<file path="src/verilog/snes_mem_pkg.sv">
/*
 * Shared widths and constants for the SDRAM request bridge.
 * SDRAM words are 16 bits with the low byte in lane 0.
 */

package snes_mem_pkg;

    localparam int ROM_AW   = 24;       // snes byte address, also sdram byte address
    localparam int WRAM_AW  = 17;       // 128KB work ram
    localparam int BSRAM_AW = 20;       // battery ram
    localparam int ARAM_AW  = 16;       // 64KB audio ram

    // wram sits at banks EE-EF of the sdram byte space
    localparam logic [ROM_AW-WRAM_AW-1:0] WRAM_BASE_HI = 7'b1110_111;

    // sa-1 style cartridges, bsram reads there ignore the read strobe
    localparam logic [3:0] SA1_TYPE_NIBBLE = 4'hC;

    // one sdram word, seen whole or as two byte lanes
    typedef union packed {
        logic [15:0] word;              // rom word reads, loader, aram write data
        struct packed {
            logic [7:0] hi;             // lane 1, odd byte address
            logic [7:0] lo;             // lane 0, even byte address
        } lane;
    } sdram_word_u;

endpackage
</file>
<file path="src/verilog/sdram_req_if.sv">
/*
 * CPU port request bundle toward the dual-port SDRAM controller.
 * Level strobes only, no handshake: one rd or wr pulse is one request.
 */

`timescale 1ns/100ps

interface sdram_req_if;
    import snes_mem_pkg::*;

    logic [ROM_AW-2:0] addr;    // word address, byte bit dropped
    sdram_word_u       din;
    logic [1:0]        ds;      // bit 0 = low byte
    logic              port;    // 1 selects port 1 (wram)
    logic              rd;
    logic              wr;

    // request side, the arbiter
    modport requester (
        output addr, din, ds, port, rd, wr
    );

    // controller side
    modport sdram (
        input addr, din, ds, port, rd, wr
    );

endinterface

</file>
<file path="src/verilog/snes_mem_bridge.sv">
/*
 * SDRAM request bridge between the console core and a dual-port SDRAM controller.
 * Controller, VRAM and core sit outside; only their signals appear here.
 * All strobes are levels and are assumed accepted by the controller.
 */

`timescale 1ns/100ps

module snes_mem_bridge (
    input  logic                                wclk,
    input  logic                                resetn,
    // core timing and run control
    input  logic                                sysclkf_ce,
    input  logic                                sysclkr_ce,
    input  logic                                sdram_busy,
    input  logic                                loader_fail,
    input  logic                                frame_sync_pause,
    output logic                                enable,
    // rom loader
    input  logic                                loading,
    input  logic [7:0]                          loader_do,
    input  logic                                loader_do_valid,
    // rom
    input  logic [snes_mem_pkg::ROM_AW-1:0]     rom_addr,
    input  logic                                rom_ce_n,
    input  logic                                rom_word,
    output logic [15:0]                         rom_q,
    // wram
    input  logic [snes_mem_pkg::WRAM_AW-1:0]    wram_addr,
    input  logic                                wram_ce_n,
    input  logic                                wram_rd_n,
    input  logic                                wram_we_n,
    input  logic [7:0]                          wram_d,
    output logic [7:0]                          wram_q,
    // bsram
    input  logic [7:0]                          rom_type,
    input  logic [snes_mem_pkg::BSRAM_AW-1:0]   bsram_addr,
    input  logic                                bsram_ce_n,
    input  logic                                bsram_rd_n,
    input  logic                                bsram_we_n,
    input  logic [7:0]                          bsram_d,
    output logic [7:0]                          bsram_q,
    // aram
    input  logic [snes_mem_pkg::ARAM_AW-1:0]    aram_addr,
    input  logic                                aram_ce_n,
    input  logic                                aram_oe_n,
    input  logic                                aram_we_n,
    input  logic [7:0]                          aram_d,
    output logic [7:0]                          aram_q,
    // sdram cpu port
    output logic [snes_mem_pkg::ROM_AW-2:0]     sd_cpu_addr,
    output logic [15:0]                         sd_cpu_din,
    output logic [1:0]                          sd_cpu_ds,
    output logic                                sd_cpu_port,
    output logic                                sd_cpu_rd,
    output logic                                sd_cpu_wr,
    input  logic [15:0]                         sd_port0,
    input  logic [15:0]                         sd_port1,
    // sdram bsram port
    output logic [snes_mem_pkg::BSRAM_AW-1:0]   sd_bsram_addr,
    output logic [7:0]                          sd_bsram_din,
    output logic                                sd_bsram_rd,
    output logic                                sd_bsram_wr,
    input  logic [7:0]                          sd_bsram_dout,
    // sdram aram port
    output logic [snes_mem_pkg::ARAM_AW-1:0]    sd_aram_addr,
    output logic [15:0]                         sd_aram_din,
    output logic                                sd_aram_rd,
    output logic                                sd_aram_wr,
    input  logic [15:0]                         sd_aram_dout
);

    logic f_phase;
    logic r_phase;

    sdram_req_if cpu_req ();

    bus_phase_gate i_bus_phase_gate (
        .wclk             (wclk),
        .resetn           (resetn),
        .sysclkf_ce       (sysclkf_ce),
        .sysclkr_ce       (sysclkr_ce),
        .sdram_busy       (sdram_busy),
        .loader_fail      (loader_fail),
        .frame_sync_pause (frame_sync_pause),
        .enable           (enable),
        .f_phase          (f_phase),
        .r_phase          (r_phase)
    );

    cpu_port_arbiter i_cpu_port_arbiter (
        .wclk, .resetn, .f_phase, .r_phase,
        .loading, .loader_do, .loader_do_valid,
        .rom_addr, .rom_ce_n, .rom_word, .rom_q,
        .wram_addr, .wram_ce_n, .wram_rd_n, .wram_we_n, .wram_d, .wram_q,
        .sd_port0, .sd_port1,
        .req              (cpu_req)
    );

    aux_port_ctrl i_aux_port_ctrl (
        .wclk, .resetn, .f_phase, .r_phase, .rom_type,
        .bsram_addr, .bsram_ce_n, .bsram_rd_n, .bsram_we_n, .bsram_d,
        .aram_addr, .aram_ce_n, .aram_oe_n, .aram_we_n, .aram_d, .aram_q,
        .sd_bsram_addr, .sd_bsram_din, .sd_bsram_rd, .sd_bsram_wr,
        .sd_aram_addr, .sd_aram_din, .sd_aram_rd, .sd_aram_wr, .sd_aram_dout
    );

    // controller side of the request bundle
    assign sd_cpu_addr = cpu_req.addr;
    assign sd_cpu_din  = cpu_req.din;
    assign sd_cpu_ds   = cpu_req.ds;
    assign sd_cpu_port = cpu_req.port;
    assign sd_cpu_rd   = cpu_req.rd;
    assign sd_cpu_wr   = cpu_req.wr;

    assign bsram_q = sd_bsram_dout;     // byte-wide already

endmodule

</file>
<file path="src/verilog/aux_port_ctrl.sv">
/*
 * BSRAM and ARAM ports of the SDRAM controller.
 * BSRAM requests are registered; ARAM strobes are combinational.
 * ARAM is byte-wide, the lane comes from the last read address.
 */

`timescale 1ns/100ps

module aux_port_ctrl (
    input  logic                                wclk,
    input  logic                                resetn,
    input  logic                                f_phase,
    input  logic                                r_phase,
    input  logic [7:0]                          rom_type,       // map control byte
    // bsram bus from the core
    input  logic [snes_mem_pkg::BSRAM_AW-1:0]   bsram_addr,
    input  logic                                bsram_ce_n,
    input  logic                                bsram_rd_n,
    input  logic                                bsram_we_n,
    input  logic [7:0]                          bsram_d,
    // aram bus from the audio core
    input  logic [snes_mem_pkg::ARAM_AW-1:0]    aram_addr,
    input  logic                                aram_ce_n,
    input  logic                                aram_oe_n,
    input  logic                                aram_we_n,
    input  logic [7:0]                          aram_d,
    output logic [7:0]                          aram_q,
    // sdram side
    output logic [snes_mem_pkg::BSRAM_AW-1:0]   sd_bsram_addr,
    output logic [7:0]                          sd_bsram_din,
    output logic                                sd_bsram_rd,
    output logic                                sd_bsram_wr,
    output logic [snes_mem_pkg::ARAM_AW-1:0]    sd_aram_addr,
    output snes_mem_pkg::sdram_word_u           sd_aram_din,
    output logic                                sd_aram_rd,
    output logic                                sd_aram_wr,
    input  snes_mem_pkg::sdram_word_u           sd_aram_dout
);
    import snes_mem_pkg::*;

    logic sa1_cart;
    logic aram_lsb;     // lane of the last aram read

    // sa-1 drives bsram without a read strobe
    assign sa1_cart = (rom_type[7:4] == SA1_TYPE_NIBBLE);

    always_ff @(posedge wclk) begin
        sd_bsram_addr <= bsram_addr;
        sd_bsram_din  <= bsram_d;
    end

    always_ff @(posedge wclk) begin
        if (!resetn) begin
            sd_bsram_rd <= 1'b0;
            sd_bsram_wr <= 1'b0;
        end else begin
            sd_bsram_rd <= ~bsram_ce_n & (~bsram_rd_n | sa1_cart) & f_phase;
            sd_bsram_wr <= ~bsram_ce_n & ~bsram_we_n & r_phase;
        end
    end

    // aram goes straight through, same cycle
    assign sd_aram_addr        = aram_addr;
    assign sd_aram_rd          = ~aram_ce_n & ~aram_oe_n;
    assign sd_aram_wr          = ~aram_ce_n & ~aram_we_n;
    assign sd_aram_din.lane.hi = aram_d;     // ds picks the lane inside the controller
    assign sd_aram_din.lane.lo = aram_d;

    always_ff @(posedge wclk) begin
        if (!resetn) begin
            aram_lsb <= 1'b0;
        end else if (sd_aram_rd) begin
            aram_lsb <= aram_addr[0];
        end
    end

    assign aram_q = aram_lsb ? sd_aram_dout.lane.hi : sd_aram_dout.lane.lo;

endmodule

</file>
<file path="src/verilog/cpu_port_arbiter.sv">
/*
 * CPU port arbiter: loader writes, then ROM reads, then WRAM access.
 * Requests are registered, one edge after the inputs are sampled.
 * The SDRAM must take every strobe; there is no back-pressure.
 */

`timescale 1ns/100ps

module cpu_port_arbiter (
    input  logic                                wclk,
    input  logic                                resetn,
    input  logic                                f_phase,
    input  logic                                r_phase,
    // rom loader byte stream
    input  logic                                loading,
    input  logic [7:0]                          loader_do,
    input  logic                                loader_do_valid,
    // rom bus from the core
    input  logic [snes_mem_pkg::ROM_AW-1:0]     rom_addr,
    input  logic                                rom_ce_n,
    input  logic                                rom_word,
    output snes_mem_pkg::sdram_word_u           rom_q,
    // wram bus from the core
    input  logic [snes_mem_pkg::WRAM_AW-1:0]    wram_addr,
    input  logic                                wram_ce_n,
    input  logic                                wram_rd_n,
    input  logic                                wram_we_n,
    input  logic [7:0]                          wram_d,
    output logic [7:0]                          wram_q,
    // read data back from the controller
    input  snes_mem_pkg::sdram_word_u           sd_port0,
    input  snes_mem_pkg::sdram_word_u           sd_port1,
    sdram_req_if.requester                      req
);
    import snes_mem_pkg::*;

    logic              loading_r;
    logic [ROM_AW-1:0] loader_cnt;     // byte address of the next loader byte
    logic              wram_rd;
    logic              wram_wr;

    logic [ROM_AW-2:0] nxt_addr;
    sdram_word_u       nxt_din;
    logic [1:0]        nxt_ds;
    logic              nxt_port;
    logic              nxt_rd;
    logic              nxt_wr;

    assign wram_rd = ~wram_ce_n & ~wram_rd_n;
    assign wram_wr = ~wram_ce_n & ~wram_we_n;

    // loader address, restarts on each new load
    always_ff @(posedge wclk) begin
        if (!resetn) begin
            loading_r  <= 1'b0;
            loader_cnt <= '0;
        end else begin
            loading_r <= loading;
            if (loading && !loading_r) begin
                loader_cnt <= '0;                       // rising edge of loading
            end else if (loader_do_valid) begin
                loader_cnt <= loader_cnt + ROM_AW'(1);
            end
        end
    end

    // priority mux, idle means everything zero
    always_comb begin
        nxt_addr = '0;
        nxt_din  = '0;
        nxt_ds   = 2'b00;
        nxt_port = 1'b0;
        nxt_rd   = 1'b0;
        nxt_wr   = 1'b0;
        if (loading && loader_do_valid) begin
            nxt_addr        = loader_cnt[ROM_AW-1:1];
            nxt_din.lane.hi = loader_do;                // byte in both lanes
            nxt_din.lane.lo = loader_do;
            nxt_ds          = {loader_cnt[0], ~loader_cnt[0]};
            nxt_wr          = 1'b1;
        end else if (!rom_ce_n && f_phase) begin
            nxt_addr = rom_addr[ROM_AW-1:1];
            nxt_ds   = 2'b11;                           // whole word, lane picked on return
            nxt_rd   = 1'b1;
        end else if (wram_rd || wram_wr) begin
            // EE:0000-EF:FFFF
            nxt_addr        = {WRAM_BASE_HI, wram_addr[WRAM_AW-1:1]};
            nxt_din.lane.hi = wram_d;
            nxt_din.lane.lo = wram_d;
            nxt_ds          = {wram_addr[0], ~wram_addr[0]};
            nxt_port        = 1'b1;
            nxt_rd          = wram_rd & f_phase;        // read strobes on fall
            nxt_wr          = wram_wr & r_phase;        // write strobes on rise
        end
    end

    always_ff @(posedge wclk) begin
        if (!resetn) begin
            req.rd   <= 1'b0;
            req.wr   <= 1'b0;
            req.ds   <= 2'b00;
            req.port <= 1'b0;
        end else begin
            req.rd   <= nxt_rd;
            req.wr   <= nxt_wr;
            req.ds   <= nxt_ds;
            req.port <= nxt_port;
        end
    end

    always_ff @(posedge wclk) begin
        req.addr <= nxt_addr;
        req.din  <= nxt_din;
    end

    // odd byte read of a word fetch, move the high lane down
    always_comb begin
        rom_q = sd_port0;
        if (!rom_word && rom_addr[0]) begin
            rom_q.lane.lo = sd_port0.lane.hi;
            rom_q.lane.hi = sd_port0.lane.lo;
        end
    end

    assign wram_q = wram_addr[0] ? sd_port1.lane.hi : sd_port1.lane.lo;

endmodule

</file>
<file path="src/verilog/bus_phase_gate.sv">
/*
 * Run gate and phase strobes for the console core.
 * enable follows busy/fail/pause with one edge of delay.
 * f_phase/r_phase lag the core's clock enables by one edge.
 */

`timescale 1ns/100ps

module bus_phase_gate (
    input  logic wclk,
    input  logic resetn,
    input  logic sysclkf_ce,        // core fall phase enable
    input  logic sysclkr_ce,        // core rise phase enable
    input  logic sdram_busy,        // sdram still initializing
    input  logic loader_fail,
    input  logic frame_sync_pause,  // video asks the core to wait
    output logic enable,
    output logic f_phase,
    output logic r_phase
);

    logic run_ok;

    // hold the core until memory is up and nothing asks for a pause
    assign run_ok = ~sdram_busy & ~loader_fail & ~frame_sync_pause;

    always_ff @(posedge wclk) begin
        if (!resetn) begin
            enable <= 1'b0;
        end else begin
            enable <= run_ok;
        end
    end

    // phase strobes that time every memory request
    always_ff @(posedge wclk) begin
        if (!resetn) begin
            f_phase <= 1'b0;
            r_phase <= 1'b0;
        end else begin
            f_phase <= sysclkf_ce & enable;     // reads go out on this one
            r_phase <= sysclkr_ce & enable;     // wram/bsram writes on this one
        end
    end

endmodule

</file>
<file path="config.mk">
export PLATFORM = sky130hd
export DESIGN_NAME = snes_mem_bridge
export DESIGN_NICKNAME = d
export VERILOG_FILES = /design/src/verilog/snes_mem_pkg.sv /design/src/verilog/sdram_req_if.sv /design/src/verilog/snes_mem_bridge.sv /design/src/verilog/aux_port_ctrl.sv /design/src/verilog/cpu_port_arbiter.sv /design/src/verilog/bus_phase_gate.sv
export SDC_FILE = /design/constraint.sdc
export NUM_CORES = 1
export LEC_CHECK = 0
export BUFFER_PORTS_ARGS = -buffer_cell sky130_fd_sc_hd__clkbuf_2
export CORE_AREA = 2 2 132 134
export DETAILED_ROUTE_END_ITERATION = 8
export DIE_AREA = 0 0 134 136
export HOLD_SLACK_MARGIN = 0.1
export SLEW_MARGIN = 20
export SYNTH_ARGS = -nofsm -noshare
export SYNTH_HDL_FRONTEND = slang
export SYNTH_SLANG_ARGS = --single-unit
</file>
<file path="constraint.sdc">
create_clock -name wclk -period 1.6 [get_ports wclk]
set_input_delay 0.16 -clock wclk [delete_from_list [all_inputs] [get_ports wclk]]
set_output_delay 0.16 -clock wclk [all_outputs]
set_load 0.02 [all_outputs]
</file>
==> results of run 1 <==
layer usage:
layer	vias up	track usage, %
li1	2214	-
met1	1973	15.67
met2	176	29.32
met3	54	2.722
met4	0	8.688
met5	-	0
what timing repair did:
action	4_1_cts	5_1_grt
hold buffers	89	0
pin swaps	0	1
cloned	0	0
setup endpoints to repair	8	13
hold endpoints to repair	62	0
buffers inserted	0	0
resized for setup	1	11
worst max-delay path, delay by kind of cell (launching register included):
family / cells / cell delay, ns
buf+inv: 2 / 0.70
simple gates: 4 / 0.36
flops: 1 / 0.35
how the worst max path moves through the flow:
stage	cells past startpoint	to	startpoint
2_1_floorplan	6	i_cpu_port_arbiter.loader_cnt[18]	i_cpu_port_arbiter.loader_cnt[2]
3_3_place_gp	4	i_cpu_port_arbiter.loader_cnt[23]	i_cpu_port_arbiter.loader_cnt[4]
3_5_place_dp	4	i_cpu_port_arbiter.loader_cnt[15]	i_cpu_port_arbiter.loader_cnt[4]
4_1_cts	6	i_cpu_port_arbiter.req.din[8]	i_bus_phase_gate.f_phase
5_1_grt	6	i_cpu_port_arbiter.req.din[13]	i_bus_phase_gate.f_phase
6_report	6	i_cpu_port_arbiter.req.din[13]	i_bus_phase_gate.f_phase
cell families after synthesis:
logic type | Yosys count | share of synthesized area [%]
DFF | 95 | 46.88
xor gates and xnor gates | 12 | 2.591
buffers and inverters | 79 | 12.25
adders and majority gates | 1 | 0.3084
AOI/OAI and AO/OA | 62 | 8.729
and+or+nand+nor | 211 | 24.55
muxes | 17 | 4.688
sequential cells by signal, indices dropped and copies added (netlist names):
| name | count |
|---|---|
| i_aux_port_ctrl.sd_bsram_addr | 20 |
| i_aux_port_ctrl.sd_bsram_din | 8 |
| i_cpu_port_arbiter.req.rd | 1 |
| i_bus_phase_gate.enable | 1 |
| i_bus_phase_gate.r_phase | 1 |
| i_cpu_port_arbiter.loading_r | 1 |
| i_cpu_port_arbiter.req.ds | 2 |
| i_aux_port_ctrl.aram_lsb | 1 |
| i_aux_port_ctrl.sd_bsram_wr | 1 |
| i_cpu_port_arbiter.req.wr | 1 |
| i_cpu_port_arbiter.req.din | 8 |
| i_cpu_port_arbiter.loader_cnt | 24 |
| i_cpu_port_arbiter.req.port | 1 |
| i_aux_port_ctrl.sd_bsram_rd | 1 |
| i_bus_phase_gate.f_phase | 1 |
| i_cpu_port_arbiter.req.addr | 23 |
layout by cell type, fill, tap and decap left out, drive strengths merged, types with 5 or more instances in the layout:
master	instances
clkbuf	276
dfxtp	95
nand2	94
dlygate4sd3	89
nand3	36
nor2	33
buf	32
a21oi	21
o21ai	18
mux2	16
a31oi	16
nand4	10
xor2	9
and2	7
or3	6
and3	6
inv	6
or4	5
final cells by class:
type	instances	area, um^2	area share [%]
repair buffers	388	2496	37.40
inverters	3	11.26	0.1687
clock inverters	7	78.83	1.181
multi-input cells	303	1674	25.08
well taps	225	281.5	4.218
flip-flops and latches	95	1907	28.57
clock buffers	9	225.2	3.375
power breakdown:
part / leakage, nW / switching [mW] / internal [mW]
clock: 0.139 / 0.966 / 1.23
sequential: 0.788 / 0.0402 / 2.48
combinational: 2.29 / 0.576 / 0.520
total: 3.21 / 1.58 / 4.22
==> flow_summary.ini, run 1 <==
[synthesis]
synth-async-reset-ratio_pct = 0
synth-seq-cells = 95
synth_top_flop_cell = dfxtp_1
synth_commonest_cells = dfxtp_1 (95), nand2_1 (94), buf_4 (49), nand3_1 (35), nor2_1 (33)
synth_area_um2 = 4056
ys_seq_area_share_pct = 46.88
synth_top_area_share_pct = 46.88
yosysMostFrequentCell = dfxtp_1
ys_types = 37
synth_enable_flop_cells = 0
synth_area_leaders = dfxtp_1 (47%), buf_4 (9.1%), nand2_1 (8.7%), mux2_2 (4.4%), nand3_1 (4.3%)
yosys_warnings = 0
synthCells = 477
synth_nets = 671
syn_avg_cell_area_um2 = 8.504
yosys.area.top_type = dfxtp_1

[worst_hold_path]
holdPathEnd = i_cpu_port_arbiter.req.addr[3]
min_path_type = primary input to register
worstHoldStart = wram_addr[4]
worstHoldPathCells = 3

[setup_path]
worstPathRequired_ns = 1.83
cp_data_arrival_time_ns = 1.76
path_max_fanout = 15
r2r-end = i_cpu_port_arbiter.req.din[13]
slowest_stage = dlygate4sd3_1
r2r_cells = 6
startpoint_type = register
critPathMaxStageDelay_ns = 0.55
path_class = register to register
crit_chain = nand2b_1 > and2_1 > buf_6 > nand3_1 > nand2_1 > dlygate4sd3_1
ff2ff_setup_slack_ns = 0.07
endpoint_kind = register
r2r-start = i_bus_phase_gate.f_phase

[clock_network]
clockRootBuffer = clkbuf_16
clock_latency_ns = 0.35
cts_buffers = 9
clk_path_buf_depth = 2
h-tree-depth = 3
cts.sinks = 95
cts_tree = built
cts.reportedPaths.clkPinSlew_ns = 0.07

[flow_run]
drv_cap = 0

[route]
ant_nets = 0
initialDrtViolationCount = 196
vias_per_cell = 4.288
dr.pass1.iters = 4
routed_wl_um = 14240
route.met2.wl_um = 7316
wl_per_cell_um = 13.83
routed-wl-met3_um = 880
num_vias = 4417
drcViolationCount = 0
highest_layer = met4
wl_met1_um = 5473

[global_routing]
grt_max_degree = 26
grt_pass1_vias = 4382
gr-usage-all-layers_pct = 15.33
grt_pass1_wl_um = 21700
grt-ovfl-total = 0
antenna_found_initial = 0

[sta]
tns_ns = 0
hold_viol_final = 0
finalCriticalPeriod_ns = 1.529
worst_pin_slew_ns = 0.3283
timing.final.ws_setup_ns = 0.07109
min_period_over_period_pct = 95.56
skew_ns = 0.006746
whs_ns = 0.1051
clock.fmax_mhz = 654.1
setup_viol = 0
max_slew_margin_pct = 77.91
final_max_slew_viol_count = 0

[die]
die_x_um = 134
floorplan.rows = 48
die_area_um2 = 18220
start_util_pct = 24.04
die_h_um = 136
core_area_um2 = 16880
ios = 342

[layout]
area_growth_pct = 64.53
instances_no_fill = 1030
nFillCells = 1688
utilization_pct = 39.55
finalNetCount = 994
diodes = 0
drive_gt1_share_pct = 43.11
design_area_um2 = 6674

[place]
placed_cell_area_um2 = 5461
hpwl_um = 10500
dp_worst_setup_slack_ns = 0.04284
dp_cells = 925
io_buffers = 267
routabilityCongestion = 0.7872

[pwr]
leakage_nw = 3.214
max-vdd-ir-drop_v = 0.0004844
p_per_area_nw_per_um2 = 870.0
total_power_mw = 5.807

[outcome]
status = finished, final reports clean
No activity file was read; power rests on OpenSTA's default activity.
==> run 2: changes to the inputs <==
Settings changed: CORE_AREA 2 2 132 134 to 2 2 133 135, DIE_AREA 0 0 134 136 to 0 0 135 137.
Clock period 1.6 ns to 1.45 ns, I/O delays scaled along.
==> flow_summary.ini, run 2 (synthesized netlist as in run 1, its figures left out) <==
[pwr]
power_frac_seq_pct = 43.7
power_frac_comb_pct = 19.6
p_int_mw = 4.532
clkPwrFrac_pct = 36.7
max-vdd-ir-drop_v = 0.0006867
p_sw_mw = 1.815
p_per_area_nw_per_um2 = 917.9
leakage_nw = 3.302
switching_share_pct = 28.59

[layout]
reg_top3 = i_cpu_port_arbiter.loader_cnt: 24 flops, i_cpu_port_arbiter.req.addr: 23 flops, i_aux_port_ctrl.sd_bsram_addr: 20 flops
regMostFlops = i_cpu_port_arbiter.loader_cnt
nFillCells = 1691
finalNetCount = 1011
layout_commonest_cell = clkbuf_2
area_growth_pct = 70.45
largest_reg_flops = 24
instances_no_fill = 1047
utilization_pct = 40.54
drive_gt1_share_pct = 45.38
multi_input_area_um2 = 1740
regArea_um2 = 1919
diodes = 0
final_cell_mix = clkbuf_2 (262), dlygate4sd3_1 (93), nand2_1 (92)

[setup_path]
startpoint = i_aux_port_ctrl.aram_lsb
path_max_fanout = 5
worstPathRequired_ns = 1.31
r2r-start = i_cpu_port_arbiter.loader_cnt[3]
path_class = register to output port
critPathMaxStageDelay_ns = 0.37
ff2ff_setup_slack_ns = 0.04
startpoint_type = register
slowest_stage = dfxtp_4
crit_chain = buf_12 > mux2_2 > clkbuf_2
endpoint_kind = output port
cp_data_arrival_time_ns = 1.31

[route]
num_vias = 4466
ant_nets = 0
vias_per_cell = 4.266
routed_wl_um = 14870
drcViolationCount = 0
initialDrtViolationCount = 139
wl_per_cell_um = 14.20
dr.pass1.iters = 6

[clock_network]
clock_latency_ns = 0.35
clockRootBuffer = clkbuf_16
cts_buffers = 9
h-tree-depth = 3
cts.sinks = 95
cts_tree = built
clk_path_buf_depth = 2
cts.reportedPaths.clkPinSlew_ns = 0.07

[sta]
worst_pin_slew_ns = 0.3940
rsz0062_at_grt = true
clock.fmax_mhz = 685.9
min_period_over_period_pct = 100.5
whs_ns = 0.1172
timing.final.ws_setup_ns = -0.007971
finalCriticalPeriod_ns = 1.458
final_max_slew_viol_count = 0
setup_viol = 3
hold_viol_final = 0
max_slew_margin_pct = 73.64
skew_ns = 0.01097

[worst_hold_path]
min_path_type = primary input to register
worstHoldStart = wram_we_n

[global_routing]
grt-ovfl-total = 0
gr-usage-all-layers_pct = 15.28
grt_max_degree = 25
grt_pass1_vias = 4261
antenna_found_initial = 0
grt_pass1_wl_um = 21690

[outcome]
failed_checks = negative setup slack
status = complete, but fails checks

[die]
die_h_um = 137
start_util_pct = 23.78
floorplan.rows = 48
core_area_um2 = 17060
ios = 342
die_area_um2 = 18500
die_x_um = 135

[place]
dp_cells = 932
hpwl_um = 10800
io_buffers = 267
routabilityCongestion = 0.7640

[flow_run]
drv_cap = 0
## run 2: cell types whose count changed in the layout (fill, tap and decap cells not counted), sizes merged, moves of 2 or more
cell / previous run / this run
clkinv: 0 / 2
buf: 32 / 49
clkinvlp: 3 / 1
dlygate4sd3: 89 / 93
clkbuf: 276 / 271
## run 2: critical path: cells and delay by family, from the launching register on
kind | cells | cell delay (ns)
multiplexers | 1 | 0.33
buffers and inverters | 2 | 0.27
flip-flops | 1 | 0.37
## run 2: per-layer routing
metal  global-route usage, %  part of all wire [%]  up-vias
met1                   16.21                    39     1985
met3                   3.259                   6.8       42
li1                        -                     -     2258
met2                   29.22                    52      181
met4                   6.250                   2.6        0
met5                       0                     0        -
## run 2: cell type report
class                      count  area share (%)
timing repair buffer         404           38.62
tap                          225           4.072
clock buffer                   9           3.257
clock inverter                 7          0.9591
multi-input combinational    304           25.17
sequential                    95           27.76
inverter                       3          0.1629
## run 2: stage by stage
step	worst slack [ns]	setup TNS [ns]	total power [mW]	instance area, um^2
3_3_place_gp	-0.09200	-0.1945	3.865	5555
2_1_floorplan	-0.03400	-0.05610	3.525	4078
6_report	-0.007971	-0.01391	6.346	6914
5_1_grt	-0.04053	-0.2933	6.627	6914
3_5_place_dp	-0.1177	-0.4551	3.874	5555
4_1_cts	0.005941	0	6.426	6798
## run 2: final timing paths
check,end,cells after the start
worst max-delay path,aram_q[7],3
worst min-delay path,i_cpu_port_arbiter.req.wr,4
worst max register to register,i_cpu_port_arbiter.loader_cnt[23],4
worst min register to register,i_cpu_port_arbiter.req.wr,2
## run 2: repair_timing
item,CTS,global route
hold buffers,93,0
endpoints found under the setup margin,18,16
pin swaps,0,6
endpoints found under the hold margin,65,0
gates resized for setup,9,25
cloned,0,1
buffers inserted,0,5
## run 2: power by group through the flow
stage	combinational, mW	clock, mW	sequential, mW
after global routing	1.34	2.50	2.78
after detailed placement	1.04	0	2.84
after CTS	1.24	2.41	2.78
final	1.24	2.33	2.77
after global placement	1.03	0	2.84
after floorplan	0.546	0	2.98
==> run 3: changes to the inputs <==
Settings changed: SYNTH_HIERARCHICAL set to 1.
==> flow_summary.ini, run 3 <==
[outcome]
status = finished, final reports clean

[sta]
whs_ns = 0.09762
min_period_over_period_pct = 99.25
max_slew_margin_pct = 81.37
skew_ns = 0.009551
setup_viol = 0
final_max_slew_viol_count = 0
worst_pin_slew_ns = 0.2794
finalCriticalPeriod_ns = 1.439
tns_ns = 0
rsz0062_at_grt = true
hold_viol_final = 0
clock.fmax_mhz = 694.8

[synthesis]
synth_enable_flop_cells = 0
yosys.area.top_type = dfxtp_1
synth_area_leaders = dfxtp_1 (47%), buf_4 (9.3%), nand2_1 (8.7%), mux2_2 (4.4%), nand3_1 (4.0%)
synth_area_um2 = 4053
ys_seq_area_share_pct = 46.93
synth-seq-cells = 95
syn_avg_cell_area_um2 = 8.604
synth_top_flop_cell = dfxtp_1
synthCells = 471
yosysMostFrequentCell = dfxtp_1
synth_nets = 665
yosys_warnings = 6
synth_top_area_share_pct = 46.93
ys_types = 42
synth_commonest_cells = dfxtp_1 (95), nand2_1 (94), buf_4 (50), nor2_1 (35), nand3_1 (32)
synth-async-reset-ratio_pct = 0

[setup_path]
ff2ff_setup_slack_ns = 0.01
path_class = register to register
critPathMaxStageDelay_ns = 0.50
r2r-start = i_cpu_port_arbiter/loader_cnt[10]
crit_chain = and4_4 > nand4_4 > or4_4 > a21oi_2
startpoint_type = register
path_max_fanout = 5
slowest_stage = or4_4
worstPathRequired_ns = 1.72
r2r-end = i_cpu_port_arbiter/loader_cnt[23]
cp_data_arrival_time_ns = 1.71
r2r_cells = 4
endpoint_kind = register

[layout]
diodes = 0
finalNetCount = 1000
area_growth_pct = 67.55
largest_reg_flops = 24
drive_gt1_share_pct = 45.43
reg_top3 = i_cpu_port_arbiter/loader_cnt: 24 flops, i_cpu_port_arbiter/req.addr: 23 flops, i_aux_port_ctrl/sd_bsram_addr: 20 flops
layout_commonest_cell = clkbuf_2
final_cell_mix = clkbuf_2 (267), nand2_1 (93), dfxtp_1 (87)
regMostFlops = i_cpu_port_arbiter/loader_cnt
instances_no_fill = 1035

[flow_run]
drv_cap = 0

[route]
drcViolationCount = 0
num_vias = 4432
vias_per_cell = 4.282
dr.pass1.iters = 6
wl_per_cell_um = 13.93
routed_wl_um = 14420
initialDrtViolationCount = 125
ant_nets = 0

[clock_network]
cts_tree = built
cts.reportedPaths.clkPinSlew_ns = 0.07
clock_latency_ns = 0.34
clockRootBuffer = clkbuf_16
cts.sinks = 95
h-tree-depth = 3
cts_buffers = 9
clk_path_buf_depth = 2

[global_routing]
gr-usage-all-layers_pct = 14.76
grt-ovfl-total = 0
grt_pass1_wl_um = 21300
grt_pass1_vias = 4362
antenna_found_initial = 0
grt_max_degree = 26

[worst_hold_path]
min_path_type = primary input to register
worstHoldPathCells = 3
holdPathEnd = i_cpu_port_arbiter/req.addr[6]
worstHoldStart = wram_addr[7]

[die]
floorplan.rows = 48
core_area_um2 = 17060
die_area_um2 = 18500
die_h_um = 137
ios = 342
die_x_um = 135
start_util_pct = 23.76

[place]
hpwl_um = 10640
dp_cells = 926
routabilityCongestion = 0.7706
io_buffers = 267

[pwr]
max-vdd-ir-drop_v = 0.0004956
clkPwrFrac_pct = 35.1
power_frac_seq_pct = 45.0
switching_share_pct = 27.43
p_per_area_nw_per_um2 = 909.3
p_int_mw = 4.481
power_frac_comb_pct = 19.8
p_sw_mw = 1.693
leakage_nw = 3.302
[run 3: how the worst max path moves through the flow]
stage                                                  from                                 to  slack, ns  depth (start not counted)
final                     i_cpu_port_arbiter/loader_cnt[10]  i_cpu_port_arbiter/loader_cnt[23]       0.01                          4
after global routing       i_cpu_port_arbiter/loader_cnt[1]  i_cpu_port_arbiter/loader_cnt[23]      -0.03                          4
after CTS                  i_cpu_port_arbiter/loader_cnt[5]  i_cpu_port_arbiter/loader_cnt[23]      0.002                          4
after detailed placement   i_cpu_port_arbiter/loader_cnt[3]  i_cpu_port_arbiter/loader_cnt[23]      -0.08                          4
after global placement     i_cpu_port_arbiter/loader_cnt[3]  i_cpu_port_arbiter/loader_cnt[23]      -0.06                          4
after floorplan            i_cpu_port_arbiter/loader_cnt[2]  i_cpu_port_arbiter/loader_cnt[23]     0.0007                          5
[run 3: area by class of cell]
| class | instances | area [um^2] |
|---|---|---|
| Clock inverter | 5 | 42.54 |
| Tap cell | 225 | 281.5 |
| Fill cell | 1667 | 10270 |
| Timing Repair Buffer | 399 | 2592 |
| Clock buffer | 10 | 229.0 |
| Inverter | 2 | 7.507 |
| Sequential cell | 95 | 1917 |
| Multi-Input combinational cell | 299 | 1720 |
[run 3: cells by family (layout without fill, tap and decap cells)]
| logic type | after synthesis | after routing | synth area share [%] |
|---|---|---|---|
| simple gates | 211 | 211 | 25.04 |
| flops | 95 | 95 | 46.93 |
| buf+inv | 77 | 416 | 12.04 |
| compound gates | 55 | 55 | 7.750 |
| mux | 17 | 17 | 4.693 |
| xor+xnor | 15 | 15 | 3.242 |
| fa+ha+maj | 1 | 1 | 0.3087 |
[run 3: power groups by stage]
stage / sequential [mW] / combinational (mW) / clock [mW]
after floorplan: 2.98 / 0.552 / 0
after global placement: 2.84 / 1.03 / 0
after global routing: 2.79 / 1.32 / 2.34
after CTS: 2.78 / 1.23 / 2.24
after detailed placement: 2.84 / 1.04 / 0
final: 2.78 / 1.22 / 2.17
[run 3: metal layers]
| metal | wire [um] | up-vias | GRT usage [%] | part of all wire, % |
|---|---|---|---|---|
| met5 | 0 | - | 0 | 0 |
| met4 | 462 | 0 | 6.424 | 3.2 |
| li1 | - | 2210 | - | - |
| met2 | 7364 | 196 | 28.23 | 51 |
| met3 | 1122 | 41 | 3.741 | 7.8 |
| met1 | 5467 | 1985 | 15.14 | 38 |
[run 3: what timing repair did]
item | in CTS | in global routing
hold buffers | 86 | 0
endpoints found under the hold margin | 62 | 0
pin swaps | 2 | 7
buffers inserted | 2 | 6
resized for setup | 5 | 12
endpoints found under the setup margin | 11 | 8
[run 3: worst max-delay path: cells and delay by family (launching register included)]
family          cells  cell delay [ns]
compound gates      1             0.13
flops               1             0.33
simple gates        3             0.91
[run 3: per-stage QoR]
stage          power (mW)  cell area, um^2  setup WS (ns)  utilization [%]
3_3_place_gp        3.872             5543       -0.06451            32.50
3_5_place_dp        3.880             5543       -0.08221            32.50
5_1_grt             6.453             6790       -0.02977            39.81
2_1_floorplan       3.530             4075      0.0007068                -
6_report            6.174             6790        0.01082            39.81
4_1_cts             6.251             6698       0.001857            39.27
